[config.mk]
export PLATFORM = sky130hd
export DESIGN_NAME = frep_sequencer
export DESIGN_NICKNAME = d
export VERILOG_FILES = /design/src/hdl/seq_pkg.sv /design/src/hdl/ring_buffer.sv /design/src/hdl/seq_decode.sv /design/src/hdl/seq_execute.sv /design/src/hdl/seq_result.sv /design/src/hdl/frep_sequencer.sv
export SDC_FILE = /design/constraint.sdc
export NUM_CORES = 1
export LEC_CHECK = 0
export BUFFER_PORTS_ARGS = -buffer_cell sky130_fd_sc_hd__buf_2
export CAP_MARGIN = 10
export CORE_UTILIZATION = 49
export CTS_CLUSTER_SIZE = 24
export DETAILED_ROUTE_END_ITERATION = 7
export PLACE_DENSITY_LB_ADDON = 0.1
export SETUP_SLACK_MARGIN = 0.4
export SLEW_MARGIN = 20
export SYNTH_ARGS = -nofsm -noshare
export SYNTH_HDL_FRONTEND = slang
export SYNTH_SLANG_ARGS = --single-unit
[constraint.sdc]
create_clock -name clk_i -period 20.9 [get_ports clk_i]
set_clock_uncertainty 0.2 [all_clocks]
set_input_delay 2.09 -clock clk_i [delete_from_list [all_inputs] [get_ports clk_i]]
set_output_delay 2.09 -clock clk_i [all_outputs]
set_load 0.005 [all_outputs]
[src/hdl/seq_pkg.sv]
// Input word union, operation, buffer entry, issue and result types with their field widths
package seq_pkg;

    ////////////////////
    // Field widths
    ////////////////////

    localparam int unsigned OpcodeWidth  = 7;
    localparam int unsigned RegWidth     = 8;
    localparam int unsigned BodyLenWidth = 8;
    localparam int unsigned RepWidth     = 16;
    localparam int unsigned SeqNoWidth   = 16;

    ////////////////////
    // Input word views
    ////////////////////

    // Operation view, kind is 0
    typedef struct packed {
        logic                   kind;
        logic [OpcodeWidth-1:0] opcode;
        logic [RegWidth-1:0]    rd;
        logic [RegWidth-1:0]    rs1;
        logic [RegWidth-1:0]    rs2;
    } seq_op_t;

    // Repeat header view, kind is 1
    // The body is issued rep_cnt+1 times
    typedef struct packed {
        logic                    kind;
        logic [OpcodeWidth-1:0]  reserved;
        logic [BodyLenWidth-1:0] body_len;
        logic [RepWidth-1:0]     rep_cnt;
    } seq_frep_t;

    // Both views put the kind bit at bit 31, so either one can be used to test it
    typedef union packed {
        seq_op_t   op;
        seq_frep_t frep;
    } seq_word_u;

    ////////////////////
    // Pipeline types
    ////////////////////

    // One ring buffer slot
    // A plain operation carries head 0, body_len 1 and rep_cnt 0
    typedef struct packed {
        seq_op_t                 op;
        logic                    head;
        logic [BodyLenWidth-1:0] body_len;
        logic [RepWidth-1:0]     rep_cnt;
    } seq_entry_t;

    // Operation leaving the execute stage with its repetition index
    typedef struct packed {
        seq_op_t             op;
        logic [RepWidth-1:0] iter;
    } seq_issue_t;

    // Operation as presented at the top-level output
    typedef struct packed {
        seq_op_t               op;
        logic [RepWidth-1:0]   iter;
        logic [SeqNoWidth-1:0] seq_no;
    } seq_result_t;

endpackage

[src/hdl/ring_buffer.sv]
// Ring buffer with sequential writes, range-checked random reads and stepped read pointer
`timescale 1ns/1ps

module ring_buffer #(
    parameter int unsigned Depth = 16,
    parameter type data_t = logic,
    localparam int unsigned AddrWidth = $clog2(Depth),
    localparam int unsigned StepWidth = $clog2(Depth + 1)
) (
    input  logic                 clk_i,
    input  logic                 rst_n_i,

    // Sequential write port
    input  logic                 wvalid_i,
    output logic                 wready_o,
    input  data_t                wdata_i,

    // Random read port, limited to the occupied slots
    input  logic                 rvalid_i,
    output logic                 rready_o,
    input  logic [AddrWidth-1:0] raddr_i,
    output data_t                rdata_o,

    // Frees step_i entries at the read pointer
    input  logic                 advance_i,
    input  logic [StepWidth-1:0] step_i,

    output logic [AddrWidth-1:0] wptr_o,
    output logic [AddrWidth-1:0] rptr_o,
    output logic                 full_o,
    output logic                 empty_o
);

    ////////////////////
    // Storage
    ////////////////////

    data_t mem_q [Depth];

    // The extra top bit tells a full buffer from an empty one
    logic [AddrWidth:0] wptr_q;
    logic [AddrWidth:0] rptr_q;

    // Number of occupied slots, from 0 up to Depth
    logic [AddrWidth:0] fill;

    // Distance of the requested address from the read pointer, modulo Depth
    logic [AddrWidth-1:0] rdist;

    logic wr_fire;

    assign wr_fire = wvalid_i && wready_o;

    always_ff @(posedge clk_i) begin
        if (wr_fire) begin
            mem_q[wptr_q[AddrWidth-1:0]] <= wdata_i;
        end
    end

    ////////////////////
    // Pointers
    ////////////////////

    always_ff @(posedge clk_i or negedge rst_n_i) begin
        if (!rst_n_i) begin
            wptr_q <= '0;
            rptr_q <= '0;
        end else begin
            if (wr_fire) begin
                wptr_q <= wptr_q + 1'b1;
            end
            // The step is zero-extended to the pointer width and wraps with it
            if (advance_i) begin
                rptr_q <= rptr_q + (AddrWidth + 1)'(step_i);
            end
        end
    end

    ////////////////////
    // Status and read
    ////////////////////

    assign fill    = wptr_q - rptr_q;
    assign empty_o = (fill == '0);
    assign full_o  = fill[AddrWidth];
    assign wptr_o  = wptr_q[AddrWidth-1:0];
    assign rptr_o  = rptr_q[AddrWidth-1:0];

    assign wready_o = !full_o;

    // An address is readable when its offset from the read pointer is below the fill level,
    // which covers the wrapped case and the full buffer without separate terms
    assign rdist    = raddr_i - rptr_o;
    assign rready_o = ({1'b0, rdist} < fill);

    // Data is returned in the same cycle as the address
    assign rdata_o = mem_q[raddr_i];

endmodule

[src/hdl/seq_decode.sv]
// Input decoder that separates repeat headers from operations and writes tagged buffer entries
`timescale 1ns/1ps

module seq_decode (
    input  logic               clk_i,
    input  logic               rst_n_i,

    input  logic               in_valid_i,
    output logic               in_ready_o,
    input  seq_pkg::seq_word_u in_word_i,

    output logic               wvalid_o,
    input  logic               wready_i,
    output seq_pkg::seq_entry_t wdata_o
);

    import seq_pkg::*;

    // Header waiting for the first operation of its body
    logic                    pend_q;
    logic [BodyLenWidth-1:0] pend_len_q;
    logic [RepWidth-1:0]     pend_rep_q;

    logic is_hdr;
    logic hdr_fire;
    logic op_fire;

    // The kind bit sits at the same position in both views
    assign is_hdr = in_word_i.frep.kind;

    // A header only needs a free pending slot, an operation needs buffer space
    assign in_ready_o = is_hdr ? !pend_q : wready_i;
    assign wvalid_o   = in_valid_i && !is_hdr;

    assign hdr_fire = in_valid_i && is_hdr && !pend_q;
    assign op_fire  = wvalid_o && wready_i;

    ////////////////////
    // Entry build
    ////////////////////

    always_comb begin
        wdata_o.op = in_word_i.op;
        if (pend_q) begin
            // First body operation carries the loop description
            wdata_o.head     = 1'b1;
            wdata_o.body_len = pend_len_q;
            wdata_o.rep_cnt  = pend_rep_q;
        end else begin
            wdata_o.head     = 1'b0;
            wdata_o.body_len = BodyLenWidth'(1);
            wdata_o.rep_cnt  = '0;
        end
    end

    ////////////////////
    // Pending header
    ////////////////////

    always_ff @(posedge clk_i or negedge rst_n_i) begin
        if (!rst_n_i) begin
            pend_q <= 1'b0;
        end else if (hdr_fire) begin
            pend_q <= 1'b1;
        end else if (op_fire) begin
            pend_q <= 1'b0;
        end
    end

    // Loop fields are only looked at while pend_q is set
    always_ff @(posedge clk_i) begin
        if (hdr_fire) begin
            pend_len_q <= in_word_i.frep.body_len;
            pend_rep_q <= in_word_i.frep.rep_cnt;
        end
    end

endmodule

[src/hdl/seq_execute.sv]
// Loop controller that re-reads buffer entries by address, repeats bodies and frees entries
`timescale 1ns/1ps

module seq_execute #(
    parameter int unsigned Depth = 16,
    localparam int unsigned AddrWidth = $clog2(Depth),
    localparam int unsigned StepWidth = $clog2(Depth + 1)
) (
    input  logic                 clk_i,
    input  logic                 rst_n_i,

    // Ring buffer read port
    output logic                 rvalid_o,
    input  logic                 rready_i,
    output logic [AddrWidth-1:0] raddr_o,
    input  seq_pkg::seq_entry_t  rdata_i,

    // Ring buffer release
    output logic                 advance_o,
    output logic [StepWidth-1:0] step_o,

    input  logic [AddrWidth-1:0] rptr_i,
    input  logic                 empty_i,

    // Issue towards the result stage
    output logic                 iss_valid_o,
    input  logic                 iss_ready_i,
    output seq_pkg::seq_issue_t  iss_o,

    output logic                 busy_o
);

    import seq_pkg::*;

    ////////////////////
    // Loop state
    ////////////////////

    // Set while a body is partly issued, cleared on the last operation of the last pass
    logic                    active_q;
    logic [BodyLenWidth-1:0] off_q;
    logic [RepWidth-1:0]     iter_q;
    logic [BodyLenWidth-1:0] len_q;
    logic [RepWidth-1:0]     rep_q;

    // Loop description in force this cycle
    logic [BodyLenWidth-1:0] cur_len;
    logic [RepWidth-1:0]     cur_rep;

    logic fire;
    logic last_op;
    logic last_iter;

    // When idle the entry at the read pointer starts the next loop, so its fields are used
    // straight from the buffer. A non-head entry is a single operation
    always_comb begin
        if (active_q) begin
            cur_len = len_q;
            cur_rep = rep_q;
        end else if (rdata_i.head) begin
            cur_len = rdata_i.body_len;
            cur_rep = rdata_i.rep_cnt;
        end else begin
            cur_len = BodyLenWidth'(1);
            cur_rep = '0;
        end
    end

    // The offset wraps with the address width, matching the ring buffer slots
    assign raddr_o  = rptr_i + AddrWidth'(off_q);
    assign rvalid_o = active_q || !empty_i;

    // A body operation that is not yet written keeps rready_i low
    assign iss_valid_o = rvalid_o && rready_i;
    assign iss_o.op    = rdata_i.op;
    assign iss_o.iter  = iter_q;

    assign fire      = iss_valid_o && iss_ready_i;
    assign last_op   = (off_q == cur_len - BodyLenWidth'(1));
    assign last_iter = (iter_q == cur_rep);

    // Entries are released together with the final issue, so the pointer moves at the same edge
    assign advance_o = fire && last_op && last_iter;
    assign step_o    = StepWidth'(cur_len);

    assign busy_o = active_q;

    ////////////////////
    // Counters
    ////////////////////

    always_ff @(posedge clk_i or negedge rst_n_i) begin
        if (!rst_n_i) begin
            active_q <= 1'b0;
            off_q    <= '0;
            iter_q   <= '0;
        end else if (fire) begin
            if (!last_op) begin
                off_q    <= off_q + 1'b1;
                active_q <= 1'b1;
            end else if (!last_iter) begin
                // Body done, start the next pass from its first entry
                off_q    <= '0;
                iter_q   <= iter_q + 1'b1;
                active_q <= 1'b1;
            end else begin
                off_q    <= '0;
                iter_q   <= '0;
                active_q <= 1'b0;
            end
        end
    end

    // Latched on the first issue of a loop and held until it finishes
    always_ff @(posedge clk_i) begin
        if (fire && !active_q) begin
            len_q <= cur_len;
            rep_q <= cur_rep;
        end
    end

endmodule

[src/hdl/seq_result.sv]
// Output register that stamps issue sequence numbers and holds results under back-pressure
`timescale 1ns/1ps

module seq_result (
    input  logic                 clk_i,
    input  logic                 rst_n_i,

    input  logic                 iss_valid_i,
    output logic                 iss_ready_o,
    input  seq_pkg::seq_issue_t  iss_i,

    output logic                 out_valid_o,
    input  logic                 out_ready_i,
    output seq_pkg::seq_result_t out_result_o
);

    import seq_pkg::*;

    logic                  valid_q;
    seq_result_t           result_q;
    logic [SeqNoWidth-1:0] seq_q;

    logic iss_fire;

    // The register takes a new result when empty or while its content is being taken
    assign iss_ready_o = !valid_q || out_ready_i;
    assign iss_fire    = iss_valid_i && iss_ready_o;

    ////////////////////
    // Control
    ////////////////////

    always_ff @(posedge clk_i or negedge rst_n_i) begin
        if (!rst_n_i) begin
            valid_q <= 1'b0;
            seq_q   <= '0;
        end else if (iss_fire) begin
            valid_q <= 1'b1;
            // Running count of issued operations, wraps at the field width
            seq_q   <= seq_q + 1'b1;
        end else if (out_ready_i) begin
            valid_q <= 1'b0;
        end
    end

    // Payload only changes on a new issue, so it stays put while out_ready_i is low
    always_ff @(posedge clk_i) begin
        if (iss_fire) begin
            result_q.op     <= iss_i.op;
            result_q.iter   <= iss_i.iter;
            result_q.seq_no <= seq_q;
        end
    end

    assign out_valid_o  = valid_q;
    assign out_result_o = result_q;

endmodule

[src/hdl/frep_sequencer.sv]
// Top level of the repetition sequencer joining decode, ring buffer, execute and result stages
`timescale 1ns/1ps

module frep_sequencer #(
    parameter int unsigned Depth = 16
) (
    input  logic                 clk_i,
    input  logic                 rst_n_i,

    input  logic                 in_valid_i,
    output logic                 in_ready_o,
    input  seq_pkg::seq_word_u   in_word_i,

    output logic                 out_valid_o,
    input  logic                 out_ready_i,
    output seq_pkg::seq_result_t out_result_o,

    output logic                 idle_o
);

    import seq_pkg::*;

    localparam int unsigned AddrWidth = $clog2(Depth);
    localparam int unsigned StepWidth = $clog2(Depth + 1);

    ////////////////////
    // Internal wiring
    ////////////////////

    // Decode to buffer
    logic       wvalid;
    logic       wready;
    seq_entry_t wdata;

    // Execute to buffer
    logic                 rvalid;
    logic                 rready;
    logic [AddrWidth-1:0] raddr;
    seq_entry_t           rdata;
    logic                 advance;
    logic [StepWidth-1:0] step;
    logic [AddrWidth-1:0] rptr;
    logic                 empty;

    // Execute to result
    logic       iss_valid;
    logic       iss_ready;
    seq_issue_t iss;

    logic exe_busy;

    seq_decode i_decode (
        .clk_i      (clk_i),
        .rst_n_i    (rst_n_i),
        .in_valid_i (in_valid_i),
        .in_ready_o (in_ready_o),
        .in_word_i  (in_word_i),
        .wvalid_o   (wvalid),
        .wready_i   (wready),
        .wdata_o    (wdata)
    );

    // Full and write pointer status are not needed here, wready already reflects fullness
    ring_buffer #(
        .Depth  (Depth),
        .data_t (seq_entry_t)
    ) i_ring_buffer (
        .clk_i     (clk_i),
        .rst_n_i   (rst_n_i),
        .wvalid_i  (wvalid),
        .wready_o  (wready),
        .wdata_i   (wdata),
        .rvalid_i  (rvalid),
        .rready_o  (rready),
        .raddr_i   (raddr),
        .rdata_o   (rdata),
        .advance_i (advance),
        .step_i    (step),
        .wptr_o    (),
        .rptr_o    (rptr),
        .full_o    (),
        .empty_o   (empty)
    );

    seq_execute #(
        .Depth (Depth)
    ) i_execute (
        .clk_i       (clk_i),
        .rst_n_i     (rst_n_i),
        .rvalid_o    (rvalid),
        .rready_i    (rready),
        .raddr_o     (raddr),
        .rdata_i     (rdata),
        .advance_o   (advance),
        .step_o      (step),
        .rptr_i      (rptr),
        .empty_i     (empty),
        .iss_valid_o (iss_valid),
        .iss_ready_i (iss_ready),
        .iss_o       (iss),
        .busy_o      (exe_busy)
    );

    seq_result i_result (
        .clk_i        (clk_i),
        .rst_n_i      (rst_n_i),
        .iss_valid_i  (iss_valid),
        .iss_ready_o  (iss_ready),
        .iss_i        (iss),
        .out_valid_o  (out_valid_o),
        .out_ready_i  (out_ready_i),
        .out_result_o (out_result_o)
    );

    // Nothing stored, nothing in flight and nothing waiting at the output
    assign idle_o = empty && !exe_busy && !out_valid_o;

endmodule

* After elaboration in Yosys (flattened, before gate mapping)
Memory sizes are Yosys's and may differ from the RTL's. Cells that the tools add are included.
Word-level totals: flip-flop bits (word level) 165, bits in writable memories 912, bits of input ports 36, output and inout port bits 67, logic and storage cells 71, memories kept 1
Operators by class: add/sub/neg operators 9, magnitude comparators 1, equality and inequality tests 2, muxes and demuxes 16, reduce and logical (&&, ||, !) cells 23
Memories:
- i_ring_buffer.mem_q | depth 16, bits a word 57, rd ports 1, clocked after memory_dff 0, write ports 1, line ring_buffer.sv:38 | data_t mem_q [Depth];
Operators by type and width (count):
- $mux W16 | 3
- $add A16 B1 Y16 const B | 2
- $mux W25 | 1
- $mux W8 | 3
- $eq A16 B16 Y1 | 1
- $logic_and A1 B1 Y1 | 11
- $mux W1 | 9
- $add A8 B1 Y8 const B | 1
- $eq A8 B8 Y1 | 1
- $sub A8 B1 Y8 const B | 1
- $logic_not A1 Y1 | 6
- $add A5 B1 Y5 const B | 1
- $add A5 B5 Y5 | 1
- $logic_not A5 Y1 | 1
- $lt A4 B5 Y1 | 1
- $sub A5 B5 Y5 | 1
- $add A4 B4 Y4 | 1
- $reduce_bool A2 Y1 | 2
- $sub A4 B4 Y4 | 1
- $logic_or A1 B1 Y1 | 2
- $reduce_and A2 Y1 | 1

* Depth between registers and ports, before layout
depth after elaboration 8, mapped depth 26, mapped depth without buffers 17

* Cells and area by module
From an unflattened synthesis, not the netlist that was laid out.
Unflattened totals: cell total of the unflattened synthesis 2013, area total of the unflattened synthesis 42832.3 µm²
By module, submodules not included:
- ring_buffer | times used 1, cells each 1382, area an instance 35310.1 µm², seq. area each 27636.5 µm²
- seq_execute | times used 1, cells each 412, area an instance 3647.2 µm², seq. area each 1346.3 µm²
- seq_result | times used 1, cells each 127, area an instance 2667.6 µm², seq. area each 2347.3 µm²
- seq_decode | times used 1, cells each 91, area an instance 1194.9 µm², seq. area each 745.7 µm²
- frep_sequencer | times used 1, cells each 1, area an instance 12.5 µm², seq. area each 0.0 µm²

* Worst setup path after synthesis
No wires, ideal clock.
path type input to register, start input in_valid_i, end memory i_ring_buffer.mem_q[3][0] (netlist bit) (enable), library setup time 0.542 ns, data arrival time 6.556 ns, data required time 20.158 ns, slack 13.602 ns, cell stages on the path 4, buffers on the path 0, cell sequence nand2_1 -> nor2_1 -> nand2_1 -> nor3_1
On the way: word-level cells in the longest chain between the ends 4
RTL lines:
- start, declared | line frep_sequencer.sv:10 | input logic in_valid_i,
- $logic_and A1 B1 Y1 | line seq_decode.sv:33 | assign wvalid_o = in_valid_i && !is_hdr;
- $logic_and A1 B1 Y1 | line ring_buffer.sv:52 | assign wr_fire = wvalid_i && wready_o;
- $mux W1 | line ring_buffer.sv:55 | if (wr_fire) begin
- $mux W1 (implied by the code) | line ring_buffer.sv:56 | mem_q[wptr_q[AddrWidth-1:0]] <= wdata_i;
- end, declared | line ring_buffer.sv:38
No other way between the ends.

* Worst setup path after layout
start register i_execute.off_q[0], end register i_execute.iter_q[4]
On the way: word-level cells in the longest chain between the ends 7, elaborated cells on any way between the ends 15, classes of those cells add/sub: 3; order compare: 1; eq/ne: 2; mux: 5; reduce/logical: 3; memory: 1
RTL lines:
- start, declared | line seq_execute.sv:41 | logic [BodyLenWidth-1:0] off_q;
- start signal, assigned | line seq_execute.sv:99 | off_q <= off_q + 1'b1;
- $add A4 B4 Y4 | line seq_execute.sv:70 | assign raddr_o = rptr_i + AddrWidth'(off_q);
- $mem_v2 Z16 W57
- $mux W8 | line seq_execute.sv:60 | end else if (rdata_i.head) begin
- $mux W8 | line seq_execute.sv:57 | if (active_q) begin
- $sub A8 B1 Y8 | line seq_execute.sv:79 | assign last_op = (off_q == cur_len - BodyLenWidth'(1));
- $eq A8 B8 Y1 | line seq_execute.sv:79
- $reduce_and A2 Y1 (no source line)
- end signal, assigned | line seq_execute.sv:104 | iter_q <= iter_q + 1'b1;
- end, declared | line seq_execute.sv:42 | logic [RepWidth-1:0] iter_q;
Parallel ways exist; a longest one is shown, timed or not. A chain may end at the register's enable or synchronous reset.

==> metrics list <==
- The die covers 87500 sq um.
* H-Tree Level Count: 3
- Post-cts hold buffer count: 0
- Synthesis-to-layout area growth: 13.1%
- Port buffer count: 102
- The first global-routing pass estimated 146 mm of wire.
* Last weighted congestion value of the routability-driven placer: 0.814
- CTS Sinks: 1077
- After clock tree synthesis, the repair step resized 0 gates.
- Yosys warning count: 0
- Leakage: 15.7 nW
* Worst slew margin: 0.238
- The critical path ends at i_execute.iter_q[4]$_DFFE_PN0P_.
- Starting density of the core: 0.496
- Clock insertion delay at the later pin of the skew report: 700 ps
* Top cells by area in the synthesized netlist: edfxtp_1 (73%), mux4_2 (11%), dfrtp_1 (3.1%)
- Number of storage elements in the synthesis netlist: 1077
- Worst reg2reg endpoint: i_execute.iter_q[4]$_DFFE_PN0P_
* Number of global-route vias before repair: 21959
* Largest net degree at the start of global routing: 143
* Vias per cell: 6.01
- The share of synthesized area in the top cell type comes to 0.727.
- After routing the design area is 47900 sq um.
- The filler cells instantiated in the layout total 6503.
- Clock tree from TritonCTS: yes
- R2R Setup Slk: 13480 ps
* WHS Path Cells: 0
- Count of nets after finishing: 2424
* Element type at the critical path start: flop
- The path class of the tightest hold or removal check is reg2reg.
- # Post-CTS Setup Buffers: 0
- For this run, design rule violations remaining after detail routing come to 0.
- Once layout is complete, the cells apart from fillers number 3598.
* Proportion of register bits with asynchronous set or reset after synthesis: 0.0492
* Core area: 85300 sq um
* Number of flops mapped to enable cells by yosys: 1024
- The initial antenna violation count was 7.
- Antenna diodes: 0
- A synthesized cell averages 19.2 sq um.
- Post-layout total power: 0.00538 W
- In this run the remaining antenna-violating nets after routing total 0.
- The floorplan step set the die width to 296 um.
* # Max-Cap Violations: 0
- First-iteration detailed-routing DRC count: 1771
- Summing every instance area after synthesis gives 42300 sq um.
- Data on the critical path is required at its endpoint by 21200 ps.
- Commonest cells in the synthesized netlist: edfxtp_1 (1024), mux4_2 (215), nand2_1 (210), and3_1 (54), dfrtp_1 (53)
* Final setup violation count: 0
- Maximum VDD drop: 0.0000784 V
* Global route total overflow: 0
* Slew of the pin with the lowest slew margin: 1140 ps
* Average wire per standard cell: 27.7 um
* Final core utilization: 0.561
* Crit path time final: 7420 ps
- Result of the run: finished, final reports clean
- Power density over cell area: 112 nW/um^2
- The die is 296 um tall.
* Depth of the most critical reg-to-reg path: 13
- Of the available clock period, the critical path in the final layout requires 0.355.
* GR Util All Layers: 0.233
* IO Count: 103
- In the final layout, the share of cells above drive strength 1 is 0.231.
* Setup_tns: 0 ps
- STA classifies the critical path endpoint as a flop.
* Total iterations of the first detailed-routing run: 6
* Yosys top cell by area: edfxtp_1
- Worst setup path startpoint: i_execute.off_q[0]$_DFFE_PN0P_
- For this run, the leading register cell type out of synthesis is edfxtp_1.
* Register area: 32100 sq um
- Via count: 21614
- Clock-pin slew on the worst setup and hold paths: 60 ps
- The multi-input combinational cells in the finished layout cover a total of 9780 sq um.
- RSZ-0062 raised after global routing: false
- Synthesis produced a netlist with a net count of 2272.
- Beginning of the worst register-to-register path: i_execute.off_q[0]$_DFFE_PN0P_
- Of the synthesized area, sequential elements account for 0.758.
- CP Data Arrival Time: 7720 ps
* Number of unique standard cell types used by synthesis: 74
* Post-detailed-placement half-perimeter wirelength: 51.9 mm
- CTS root buffer: clkbuf_16
- Synthesis handed over a netlist of 2208 instances.
* Total wire length after detailed routing: 99.8 mm
* Post-placement cell count: 3391
- Clock tree synthesis inserted a total of 111 buffers.
* Max Freq: 0.135 GHz
* Library cell with the highest instance count after synthesis: edfxtp_1
- Endpoints failing hold: 0
- Placed instance area: 44300 sq um
* Number of rows created at floorplan: 107
* Maximum buffer depth of the clock tree: 3
* Start-to-end type of the worst setup path: reg2reg
- Maximum fanout encountered on the critical timing path: 48
* Number of slew-limit violations in the final report: 0
[layout make-up]
class                           count  area share
Timing Repair Buffer              150      0.0196
Multi-Input combinational cell    988       0.204
Sequential cell                  1077       0.670
Clock buffer                      141      0.0621
Tap cell                         1144      0.0299
Inverter                           32     0.00261
Clock inverter                     66      0.0115
[kinds of logic (layout without fill, tap and decap cells)]
family | Yosys count | count (layout) | share of synthesized area
DFF | 1077 | 1077 | 0.758
and+or+nand+nor | 479 | 479 | 0.0557
muxes | 245 | 245 | 0.122
AOI/OAI and AO/OA | 183 | 183 | 0.0298
buffers and inverters | 143 | 389 | 0.0144
xor gates and xnor gates | 53 | 53 | 0.0113
adders and majority gates | 28 | 28 | 0.00899
[metal layers]
| metal | routed length [um] | track usage | share of wire | vias up |
|---|---|---|---|---|
| met2 | 47600 | 0.372 | 0.48 | 724 |
| met4 | 2110 | 0.0607 | 0.021 | 10 |
| li1 | - | - | - | 9187 |
| met3 | 5450 | 0.0323 | 0.055 | 145 |
| met5 | 67 | 0 | 0.00067 | - |
| met1 | 44500 | 0.340 | 0.45 | 11548 |
[layout by cell type, fill, tap and decap left out, types with 24 or more instances in the layout]
| cell | count |
|---|---|
| a31oi_1 | 35 |
| and2_1 | 29 |
| and3_1 | 54 |
| buf_2 | 102 |
| buf_4 | 44 |
| clkbuf_16 | 112 |
| clkinv_1 | 25 |
| clkinv_2 | 25 |
| dfrtp_1 | 53 |
| edfxtp_1 | 1024 |
| inv_1 | 29 |
| mux2i_1 | 24 |
| mux4_2 | 215 |
| nand2_1 | 209 |
| nand3_1 | 41 |
| nor2_1 | 26 |
| o21ai_0 | 32 |
| xnor2_1 | 26 |
| xor2_1 | 25 |
[per-stage QoR]
| stage | hold WS, ps | setup slack (ps) |
|---|---|---|
| 6_report | 263 | 13480 |
| 5_1_grt | 265 | 12810 |
| 4_1_cts | 265 | 13250 |
| 3_5_place_dp | 251 | 13310 |
| 3_3_place_gp | 245 | 13390 |
| 2_1_floorplan | 223 | 13600 |
[power breakdown]
part           switching (W)  internal (W)  total (W)  leakage, nW
Clock               0.000829       0.00107    0.00190         1.73
Sequential         0.0000360       0.00242    0.00246         9.83
Combinational       0.000637      0.000390    0.00103         4.15
Total                0.00150       0.00388    0.00538         15.7
[flip-flops by register name (all words and copies together), names as in the netlist, 8 cells and up]
| signal | flops |
|---|---|
| i_ring_buffer.mem_q | 912 |
| i_result.seq_q | 16 |
| i_result.out_result_o | 64 |
| i_decode.pend_rep_q | 16 |
| i_decode.pend_len_q | 8 |
| i_execute.off_q | 8 |
| i_execute.rep_q | 16 |
| i_execute.len_q | 8 |
| i_execute.iter_q | 16 |
[critical path, cell delays in order, from the launching register on]
cell and delay, ps:
dfrtp_1 490, ha_4 750, buf_4 780, buf_4 770, buf_4 890, mux4_2 600, and2_0 170, a211oi_1 620
o22a_1 250, o221ai_1 100, a21oi_1 180, and4_1 640, or2_1 580, o31ai_1 160
[how the worst min path moves through the flow]
stage	from	to	slack, ps
floorplan	i_execute.iter_q[9]$_DFFE_PN0P_	i_result.out_result_o[25]$_DFFE_PP_	220
global placement	i_result.seq_q[14]$_DFFE_PN0P_	i_result.out_result_o[14]$_DFFE_PP_	250
detailed placement	i_result.seq_q[14]$_DFFE_PN0P_	i_result.out_result_o[14]$_DFFE_PP_	250
CTS	i_result.seq_q[14]$_DFFE_PN0P_	i_result.out_result_o[14]$_DFFE_PP_	270
global route	i_result.seq_q[14]$_DFFE_PN0P_	i_result.out_result_o[14]$_DFFE_PP_	270
finish	i_result.seq_q[14]$_DFFE_PN0P_	i_result.out_result_o[14]$_DFFE_PP_	260
Power figures use the tool's default switching activity.
